File: src/controlPkg.sv
package controlPkg;

    // One instruction word seen as R-type or I-type fields
    typedef union packed {
        struct packed {
            logic [5:0] opCode;
            logic [4:0] rs;
            logic [4:0] rt;
            logic [4:0] rd;
            logic [4:0] shamt;
            logic [5:0] funct;
        } rType;
        struct packed {
            logic [5:0]  opCode;
            logic [4:0]  rs;
            logic [4:0]  rt;
            logic [15:0] imm;
        } iType;
    } instrWord;

    // Primary opcodes
    localparam logic [5:0] opTypeR  = 6'b000000;
    localparam logic [5:0] opTypeBi = 6'b000001;
    localparam logic [5:0] opJ      = 6'b000010;
    localparam logic [5:0] opJal    = 6'b000011;
    localparam logic [5:0] opBeq    = 6'b000100;
    localparam logic [5:0] opBne    = 6'b000101;
    localparam logic [5:0] opBlez   = 6'b000110;
    localparam logic [5:0] opBgtz   = 6'b000111;
    localparam logic [5:0] opAddi   = 6'b001000;
    localparam logic [5:0] opAddiu  = 6'b001001;
    localparam logic [5:0] opSlti   = 6'b001010;
    localparam logic [5:0] opSltiu  = 6'b001011;
    localparam logic [5:0] opAndi   = 6'b001100;
    localparam logic [5:0] opOri    = 6'b001101;
    localparam logic [5:0] opXori   = 6'b001110;
    localparam logic [5:0] opLui    = 6'b001111;
    localparam logic [5:0] opLb     = 6'b100000;
    localparam logic [5:0] opLh     = 6'b100001;
    localparam logic [5:0] opLw     = 6'b100011;
    localparam logic [5:0] opLbu    = 6'b100100;
    localparam logic [5:0] opLhu    = 6'b100101;
    localparam logic [5:0] opSb     = 6'b101000;
    localparam logic [5:0] opSh     = 6'b101001;
    localparam logic [5:0] opSw     = 6'b101011;

    // R-type function codes
    localparam logic [5:0] functSll     = 6'b000000;
    localparam logic [5:0] functSrl     = 6'b000010;
    localparam logic [5:0] functSra     = 6'b000011;
    localparam logic [5:0] functSllv    = 6'b000100;
    localparam logic [5:0] functSrlv    = 6'b000110;
    localparam logic [5:0] functSrav    = 6'b000111;
    localparam logic [5:0] functJr      = 6'b001000;
    localparam logic [5:0] functJalr    = 6'b001001;
    localparam logic [5:0] functMovz    = 6'b001010;
    localparam logic [5:0] functMovn    = 6'b001011;
    localparam logic [5:0] functSyscall = 6'b001100;
    localparam logic [5:0] functBreak   = 6'b001101;
    localparam logic [5:0] functAdd     = 6'b100000;
    localparam logic [5:0] functAddu    = 6'b100001;
    localparam logic [5:0] functSub     = 6'b100010;
    localparam logic [5:0] functSubu    = 6'b100011;
    localparam logic [5:0] functAnd     = 6'b100100;
    localparam logic [5:0] functOr      = 6'b100101;
    localparam logic [5:0] functXor     = 6'b100110;
    localparam logic [5:0] functNor     = 6'b100111;
    localparam logic [5:0] functSlt     = 6'b101010;
    localparam logic [5:0] functSltu    = 6'b101011;

    // Regimm branch codes in the rt field
    localparam logic [4:0] rtBltz   = 5'b00000;
    localparam logic [4:0] rtBgez   = 5'b00001;
    localparam logic [4:0] rtBltzal = 5'b10000;
    localparam logic [4:0] rtBgezal = 5'b10001;

    // Datapath control word bit positions
    // Bits 9 and 7 are spare and stay low
    localparam int dpWidth         = 15;
    localparam int dpJump          = 14;
    localparam int dpBranchOrJr    = 13;
    localparam int dpLink          = 12;
    localparam int dpAluSrcImm     = 11;
    localparam int dpMovc          = 10;
    localparam int dpRegDst        = 8;
    localparam int dpMemRead       = 6;
    localparam int dpMemWrite      = 5;
    localparam int dpMemHalf       = 4;
    localparam int dpMemByte       = 3;
    localparam int dpMemSignExtend = 2;
    localparam int dpRegWrite      = 1;
    localparam int dpMemToReg      = 0;

    // ALU operation codes
    localparam int aluOpWidth = 5;
    localparam logic [4:0] aluAdd  = 5'd0;
    localparam logic [4:0] aluAddu = 5'd1;
    localparam logic [4:0] aluSub  = 5'd2;
    localparam logic [4:0] aluSubu = 5'd3;
    localparam logic [4:0] aluAnd  = 5'd4;
    localparam logic [4:0] aluOr   = 5'd5;
    localparam logic [4:0] aluXor  = 5'd6;
    localparam logic [4:0] aluNor  = 5'd7;
    localparam logic [4:0] aluSlt  = 5'd8;
    localparam logic [4:0] aluSltu = 5'd9;
    localparam logic [4:0] aluSll  = 5'd10;
    localparam logic [4:0] aluSrl  = 5'd11;
    localparam logic [4:0] aluSra  = 5'd12;
    localparam logic [4:0] aluSllv = 5'd13;
    localparam logic [4:0] aluSrlv = 5'd14;
    localparam logic [4:0] aluSrav = 5'd15;
    localparam logic [4:0] aluSllc = 5'd16;

    // Next-PC select
    localparam logic [1:0] pcSeq     = 2'b00;
    localparam logic [1:0] pcJumpReg = 2'b01;
    localparam logic [1:0] pcBranch  = 2'b10;
    localparam logic [1:0] pcJumpImm = 2'b11;

endpackage

File: src/mainDecoder.sv
`timescale 1ns/1ps

module mainDecoder (
    input  controlPkg::instrWord          instr,
    input  logic                          stall,
    output logic [controlPkg::dpWidth-1:0] dpWord,
    output logic                          signExtend,
    output logic                          excSys,
    output logic                          excBp
);

    logic [5:0] opCode;
    logic [5:0] funct;
    logic [4:0] rtCode;

    assign opCode = instr.rType.opCode;
    assign funct  = instr.rType.funct;
    assign rtCode = instr.iType.rt;

    always_comb begin
        dpWord = '0;
        if (!stall) begin
            case (opCode)
                controlPkg::opTypeR: begin
                    case (funct)
                        controlPkg::functAdd, controlPkg::functAddu, controlPkg::functSub,
                        controlPkg::functSubu, controlPkg::functAnd, controlPkg::functOr,
                        controlPkg::functXor, controlPkg::functNor, controlPkg::functSlt,
                        controlPkg::functSltu, controlPkg::functSll, controlPkg::functSrl,
                        controlPkg::functSra, controlPkg::functSllv, controlPkg::functSrlv,
                        controlPkg::functSrav: begin
                            dpWord[controlPkg::dpRegWrite] = 1'b1;
                            dpWord[controlPkg::dpRegDst]   = 1'b1;
                        end
                        controlPkg::functMovn, controlPkg::functMovz: begin
                            dpWord[controlPkg::dpRegWrite] = 1'b1;
                            dpWord[controlPkg::dpRegDst]   = 1'b1;
                            dpWord[controlPkg::dpMovc]     = 1'b1;
                        end
                        controlPkg::functJr: begin
                            dpWord[controlPkg::dpJump]       = 1'b1;
                            dpWord[controlPkg::dpBranchOrJr] = 1'b1;
                        end
                        controlPkg::functJalr: begin
                            dpWord[controlPkg::dpJump]       = 1'b1;
                            dpWord[controlPkg::dpBranchOrJr] = 1'b1;
                            dpWord[controlPkg::dpLink]       = 1'b1;
                            dpWord[controlPkg::dpRegWrite]   = 1'b1;
                            dpWord[controlPkg::dpRegDst]     = 1'b1;
                        end
                        // Syscall, break and unknown functs leave the word clear
                        default: dpWord = '0;
                    endcase
                end
                controlPkg::opTypeBi: begin
                    case (rtCode)
                        controlPkg::rtBltz, controlPkg::rtBgez: begin
                            dpWord[controlPkg::dpBranchOrJr] = 1'b1;
                        end
                        controlPkg::rtBltzal, controlPkg::rtBgezal: begin
                            dpWord[controlPkg::dpBranchOrJr] = 1'b1;
                            dpWord[controlPkg::dpLink]       = 1'b1;
                            dpWord[controlPkg::dpRegWrite]   = 1'b1;
                        end
                        default: dpWord = '0;
                    endcase
                end
                controlPkg::opJ: dpWord[controlPkg::dpJump] = 1'b1;
                controlPkg::opJal: begin
                    dpWord[controlPkg::dpJump]     = 1'b1;
                    dpWord[controlPkg::dpLink]     = 1'b1;
                    dpWord[controlPkg::dpRegWrite] = 1'b1;
                end
                controlPkg::opBeq, controlPkg::opBne, controlPkg::opBlez,
                controlPkg::opBgtz: dpWord[controlPkg::dpBranchOrJr] = 1'b1;
                controlPkg::opAddi, controlPkg::opAddiu, controlPkg::opSlti,
                controlPkg::opSltiu, controlPkg::opAndi, controlPkg::opOri,
                controlPkg::opXori, controlPkg::opLui: begin
                    dpWord[controlPkg::dpAluSrcImm] = 1'b1;
                    dpWord[controlPkg::dpRegWrite]  = 1'b1;
                end
                controlPkg::opLb, controlPkg::opLbu, controlPkg::opLh,
                controlPkg::opLhu, controlPkg::opLw: begin
                    dpWord[controlPkg::dpAluSrcImm] = 1'b1;
                    dpWord[controlPkg::dpMemRead]   = 1'b1;
                    dpWord[controlPkg::dpMemToReg]  = 1'b1;
                    dpWord[controlPkg::dpRegWrite]  = 1'b1;
                    dpWord[controlPkg::dpMemByte]   = (opCode == controlPkg::opLb) ||
                                                      (opCode == controlPkg::opLbu);
                    dpWord[controlPkg::dpMemHalf]   = (opCode == controlPkg::opLh) ||
                                                      (opCode == controlPkg::opLhu);
                    // Only the signed narrow loads extend
                    dpWord[controlPkg::dpMemSignExtend] = (opCode == controlPkg::opLb) ||
                                                          (opCode == controlPkg::opLh);
                end
                controlPkg::opSb, controlPkg::opSh, controlPkg::opSw: begin
                    dpWord[controlPkg::dpAluSrcImm] = 1'b1;
                    dpWord[controlPkg::dpMemWrite]  = 1'b1;
                    dpWord[controlPkg::dpMemByte]   = (opCode == controlPkg::opSb);
                    dpWord[controlPkg::dpMemHalf]   = (opCode == controlPkg::opSh);
                end
                default: dpWord = '0;
            endcase
        end
    end

    // Zero extension for andi, ori, xori and lui
    assign signExtend = (opCode[5:2] != 4'b0011);

    assign excSys = (opCode == controlPkg::opTypeR) && (funct == controlPkg::functSyscall);
    assign excBp  = (opCode == controlPkg::opTypeR) && (funct == controlPkg::functBreak);

endmodule

File: src/aluOpDecoder.sv
`timescale 1ns/1ps

module aluOpDecoder (
    input  controlPkg::instrWord               instr,
    input  logic                               stall,
    output logic [controlPkg::aluOpWidth-1:0] aluOp
);

    always_comb begin
        // Addu is harmless for anything that does not use the ALU result
        aluOp = controlPkg::aluAddu;
        if (!stall) begin
            case (instr.rType.opCode)
                controlPkg::opTypeR: begin
                    case (instr.rType.funct)
                        controlPkg::functAdd:  aluOp = controlPkg::aluAdd;
                        controlPkg::functAddu: aluOp = controlPkg::aluAddu;
                        controlPkg::functSub:  aluOp = controlPkg::aluSub;
                        controlPkg::functSubu: aluOp = controlPkg::aluSubu;
                        controlPkg::functAnd:  aluOp = controlPkg::aluAnd;
                        controlPkg::functOr:   aluOp = controlPkg::aluOr;
                        controlPkg::functXor:  aluOp = controlPkg::aluXor;
                        controlPkg::functNor:  aluOp = controlPkg::aluNor;
                        controlPkg::functSlt:  aluOp = controlPkg::aluSlt;
                        controlPkg::functSltu: aluOp = controlPkg::aluSltu;
                        controlPkg::functSll:  aluOp = controlPkg::aluSll;
                        controlPkg::functSrl:  aluOp = controlPkg::aluSrl;
                        controlPkg::functSra:  aluOp = controlPkg::aluSra;
                        controlPkg::functSllv: aluOp = controlPkg::aluSllv;
                        controlPkg::functSrlv: aluOp = controlPkg::aluSrlv;
                        controlPkg::functSrav: aluOp = controlPkg::aluSrav;
                        default:               aluOp = controlPkg::aluAddu;
                    endcase
                end
                controlPkg::opAddi:  aluOp = controlPkg::aluAdd;
                controlPkg::opAddiu: aluOp = controlPkg::aluAddu;
                controlPkg::opAndi:  aluOp = controlPkg::aluAnd;
                controlPkg::opOri:   aluOp = controlPkg::aluOr;
                controlPkg::opXori:  aluOp = controlPkg::aluXor;
                controlPkg::opSlti:  aluOp = controlPkg::aluSlt;
                controlPkg::opSltiu: aluOp = controlPkg::aluSltu;
                // Immediate shifted into the upper half
                controlPkg::opLui:   aluOp = controlPkg::aluSllc;
                default:             aluOp = controlPkg::aluAddu;
            endcase
        end
    end

endmodule

File: src/branchResolver.sv
`timescale 1ns/1ps

module branchResolver (
    input  logic [controlPkg::dpWidth-1:0] dpWord,
    input  logic [5:0]                     opCode,
    input  logic                           rtLsb,
    input  logic                           cmpEq,
    input  logic                           cmpGz,
    input  logic                           cmpGez,
    input  logic                           cmpLz,
    input  logic                           cmpLez,
    output logic [1:0]                     pcSrc,
    output logic                           nextIsDelay
);

    logic jump;
    logic branchOrJr;
    logic taken;

    assign jump       = dpWord[controlPkg::dpJump];
    assign branchOrJr = dpWord[controlPkg::dpBranchOrJr];

    // Opcode low bits pick one compare
    // Rt bit 0 splits the regimm group
    assign taken = ( opCode[2] & ~opCode[1] & ~opCode[0] &  cmpEq)
                 | ( opCode[2] & ~opCode[1] &  opCode[0] & ~cmpEq)
                 | ( opCode[2] &  opCode[1] &  opCode[0] &  cmpGz)
                 | ( opCode[2] &  opCode[1] & ~opCode[0] &  cmpLez)
                 | (~opCode[2] &  rtLsb & cmpGez)
                 | (~opCode[2] & ~rtLsb & cmpLz);

    always_comb begin
        case ({jump, branchOrJr})
            2'b10:   pcSrc = controlPkg::pcJumpImm;
            2'b11:   pcSrc = controlPkg::pcJumpReg;
            2'b01:   pcSrc = taken ? controlPkg::pcBranch : controlPkg::pcSeq;
            default: pcSrc = controlPkg::pcSeq;
        endcase
    end

    // Every jump and branch has a delay slot
    assign nextIsDelay = jump | branchOrJr;

endmodule

File: src/controlUnit.sv
`timescale 1ns/1ps

module controlUnit (
    input  controlPkg::instrWord               instr,
    input  logic                               stall,
    input  logic                               cmpEq,
    input  logic                               cmpGz,
    input  logic                               cmpGez,
    input  logic                               cmpLz,
    input  logic                               cmpLez,
    output logic [1:0]                         pcSrc,
    output logic                               link,
    output logic                               signExtend,
    output logic                               movn,
    output logic                               movz,
    output logic                               excSys,
    output logic                               excBp,
    output logic                               nextIsDelay,
    output logic                               regDst,
    output logic                               aluSrcImm,
    output logic [controlPkg::aluOpWidth-1:0] aluOp,
    output logic                               memWrite,
    output logic                               memRead,
    output logic                               memByte,
    output logic                               memHalf,
    output logic                               memSignExtend,
    output logic                               regWrite,
    output logic                               memToReg
);

    logic [controlPkg::dpWidth-1:0] dpWord;

    mainDecoder mainDec (
        .instr      (instr),
        .stall      (stall),
        .dpWord     (dpWord),
        .signExtend (signExtend),
        .excSys     (excSys),
        .excBp      (excBp)
    );

    aluOpDecoder aluDec (
        .instr (instr),
        .stall (stall),
        .aluOp (aluOp)
    );

    branchResolver branchRes (
        .dpWord      (dpWord),
        .opCode      (instr.iType.opCode),
        .rtLsb       (instr.iType.rt[0]),
        .cmpEq       (cmpEq),
        .cmpGz       (cmpGz),
        .cmpGez      (cmpGez),
        .cmpLz       (cmpLz),
        .cmpLez      (cmpLez),
        .pcSrc       (pcSrc),
        .nextIsDelay (nextIsDelay)
    );

    assign link          = dpWord[controlPkg::dpLink];
    assign regDst        = dpWord[controlPkg::dpRegDst];
    assign aluSrcImm     = dpWord[controlPkg::dpAluSrcImm];
    assign memWrite      = dpWord[controlPkg::dpMemWrite];
    assign memRead       = dpWord[controlPkg::dpMemRead];
    assign memByte       = dpWord[controlPkg::dpMemByte];
    assign memHalf       = dpWord[controlPkg::dpMemHalf];
    assign memSignExtend = dpWord[controlPkg::dpMemSignExtend];
    assign regWrite      = dpWord[controlPkg::dpRegWrite];
    assign memToReg      = dpWord[controlPkg::dpMemToReg];

    // Funct bit 0 splits movn from movz
    assign movn = dpWord[controlPkg::dpMovc] &  instr.rType.funct[0];
    assign movz = dpWord[controlPkg::dpMovc] & ~instr.rType.funct[0];

endmodule

File: config.mk
export PLATFORM = sky130hd
export DESIGN_NAME = controlUnit
export DESIGN_NICKNAME = d
export VERILOG_FILES = /design/src/controlPkg.sv /design/src/mainDecoder.sv /design/src/aluOpDecoder.sv /design/src/branchResolver.sv /design/src/controlUnit.sv
export SDC_FILE = /design/constraint.sdc
export NUM_CORES = 1
export LEC_CHECK = 0
export BUFFER_PORTS_ARGS = -buffer_cell sky130_fd_sc_hd__buf_2
export CORE_MARGIN = 5
export CORE_UTILIZATION = 44
export DETAILED_ROUTE_END_ITERATION = 8
export PLACE_DENSITY = 0.95
export SYNTH_ARGS = -nofsm -noshare
export SYNTH_HDL_FRONTEND = slang
export SYNTH_SLANG_ARGS = --single-unit
File: constraint.sdc
create_clock -name vclk -period 2.78
set_clock_uncertainty 0.05 [all_clocks]
set_input_delay 0 -clock vclk [all_inputs]
set_output_delay 0 -clock vclk [all_outputs]
set_load 0.02 [all_outputs]
==> flow_summary.toml <==
[run_status]
run_status = "complete, no violations"

[timing]
finalSetupViolations = 0
tightest_slew_ns = 0.441
slew_headroom_pct = 69.9
post-route-min-period_ns = 1.57
slew_viol_final = 0
rsz0062_at_grt = "no"
finalCritPeriodShare_pct = 56.6
finalSetupTns_ns = 0
hold_viol_final = 0
max_freq_mhz = 635

[synthesis]
synth_compound_area_share_pct = 25.0
yosysUniqueCellTypes = 43
muxShareOfSynthArea_pct = 6.12
syn-cell-area_um2 = 716
synth_top_family_by_area = "simple AND/OR/NAND/NOR gates"
netlist_instances = 114
yosys.area_share.xor_xnor_pct = 1.22
synthAdderAreaFrac_pct = 8.74
syn_area_per_cell_um2 = 6.28
synth_fp_nets = 157
synth-simple-area-share_pct = 48.1
synth_warnings = 0
synth_seq_area_share_pct = 0

[detailed_routing]
drt_iter0_markers = 19
drt-met1-wl_um = 917
drc = 0
drt_wl_total_um = 2260
wire_per_inst_um = 13.8
wl_met3_um = 172
avgViaCountPerCell = 6.06
final_antenna_net_count = 0
wl_met2_um = 1160
top_layer = "met4"
first_pass_iters = 4
vias = 994

[critical_path]
worstSetupEndpointType = "output pin"
path_max_fanout = 17
cp-start-kind = "primary input"
cp.required_ns = 2.73
crit_arrival_ns = 1.52
crit_type = "primary input to output pin"
cp-startpoint = "instr[29]"

[pwr]
finalPower_uw = 101
switching_share_pct = 61.3
switching_power_uw = 62.1
irDropWorstVdd_mv = 0.0544
seq_power_share_pct = 0
leakage_uw = 0.000433
power_density_nw_per_um2 = 112
power_frac_comb_pct = 100.0
clkPwrFrac_pct = 0
p_int_uw = 39.3

[global_route]
grt_overflow_total = 0
grt_pass1_vias = 799
grt_max_degree = 19
grt_use_total_pct = 16.2
grt_pass1_wl_um = 3590
antenna_found_initial = 0

[floorplanning]
io_pins = 61
coreArea_um2 = 1520
die_h_um = 50.3
die-area_um2 = 2530
dieWidth_um = 50.3
initial_utilization_pct = 47.0
num_rows = 14

[flow_run]
cap_violations = 0

[placement]
dp_hpwl_um = 1820
place.port_buffers = 46
place_congestion = 0.881
placed_cell_area_um2 = 907

[cells_and_area]
finalInstanceArea_um2 = 907
n_sequential_cell = 0
final_nets = 193
nClkBuffers = 0
syn2layout_area_growth_pct = 26.7
antennaDiodeCount = 0
drive_gt1_share_pct = 34.5
regArea_um2 = 0

[clock_network]
postCtsSetupRepairBufs = 0
ctsResizeCount = 0
cts_hold_buf = 0

[min_path]
hold_start = "instr[0]"
hold_class = "primary input to output pin"
[cell families (layout without fill, tap and decap cells)]
| logic type | count (synthesis) | count (layout) |
|---|---|---|
| compound gates | 27 | 27 |
| xor+xnor | 1 | 1 |
| fa+ha+maj | 5 | 5 |
| buf+inv | 17 | 51 |
| mux | 4 | 4 |
| simple gates | 60 | 60 |
[worst max-delay path, cell delays in order]
cell and delay, ns:
buf_2 0.19, nor4_1 0.40, nand3_1 0.25, o21ai_0 0.36, o21bai_1 0.16, buf_2 0.17
[power by group through the flow]
stage | Sequential (uW) | Combinational [uW] | Clock (uW)
2_1_floorplan | 0 | 68.6 | 0
3_3_place_gp | 0 | 96.0 | 0
3_5_place_dp | 0 | 99.8 | 0
4_1_cts | 0 | 100 | 0
5_1_grt | 0 | 112 | 0
6_report | 0 | 101 | 0
[worst paths after layout]
check                 cells after the start           to
worst max-delay path                      6  nextIsDelay
worst min-delay path                      3         movz
[stage by stage]
| step | util (%) | setup WS (ns) | std cells | hold WS [ns] |
|---|---|---|---|---|
| 6_report | 59.5 | 1.21 | 164 | 0.308 |
| 2_1_floorplan | - | 1.21 | 114 | 0.0298 |
| 3_3_place_gp | 59.5 | 1.24 | 164 | 0.290 |
| 5_1_grt | 59.5 | 1.09 | 164 | 0.328 |
| 4_1_cts | 59.5 | 1.22 | 164 | 0.309 |
| 3_5_place_dp | 59.5 | 1.22 | 164 | 0.308 |
[layout make-up]
type / count / area [um^2]
inverters: 5 / 18.8
repair buffers: 46 / 230
multi-input cells: 97 / 638
fillers: 158 / 617
well taps: 16 / 20.0
[layer usage]
| layer | vias to the layer above | global-route usage (%) |
|---|---|---|
| met5 | - | 0 |
| met4 | 0 | 0.851 |
| met3 | 3 | 0.888 |
| met2 | 36 | 29.3 |
| met1 | 461 | 21.9 |
| li1 | 494 | - |
[cell usage after synthesis (2+ instances only)]
library cell	count	area share [%]
nor2_1	13	6.8
nand4_1	2	1.7
inv_1	5	2.6
nor3b_1	3	3.1
ha_1	5	8.7
or3_1	2	1.7
clkbuf_1	8	4.2
o21ai_0	6	4.2
and3_1	2	1.7
a21oi_1	5	3.5
and4_1	2	2.4
mux2_2	3	4.7
a31oi_1	2	1.7
nor4b_1	2	2.4
nand2b_1	2	1.7
nand2_1	8	4.2
buf_2	2	1.4
nor4_1	4	3.5
nand3_1	4	2.8
nor3_1	9	6.3
nor2b_1	3	2.6
[cell usage in the layout (no fill, tap or decap), types with 3 or more instances in the layout]
master   netlist  final
nor3_1         9      9
nor2b_1        3      3
buf_2          2     46
nor3b_1        3      3
mux2_2         3      3
nor4_1         4      4
nand3_1        4      4
a21oi_1        5      5
o21ai_0        6      6
ha_1           5      5
nor2_1        13     13
inv_1          5      5
nand2_1        8      8
Power figures use the tool's default switching activity.
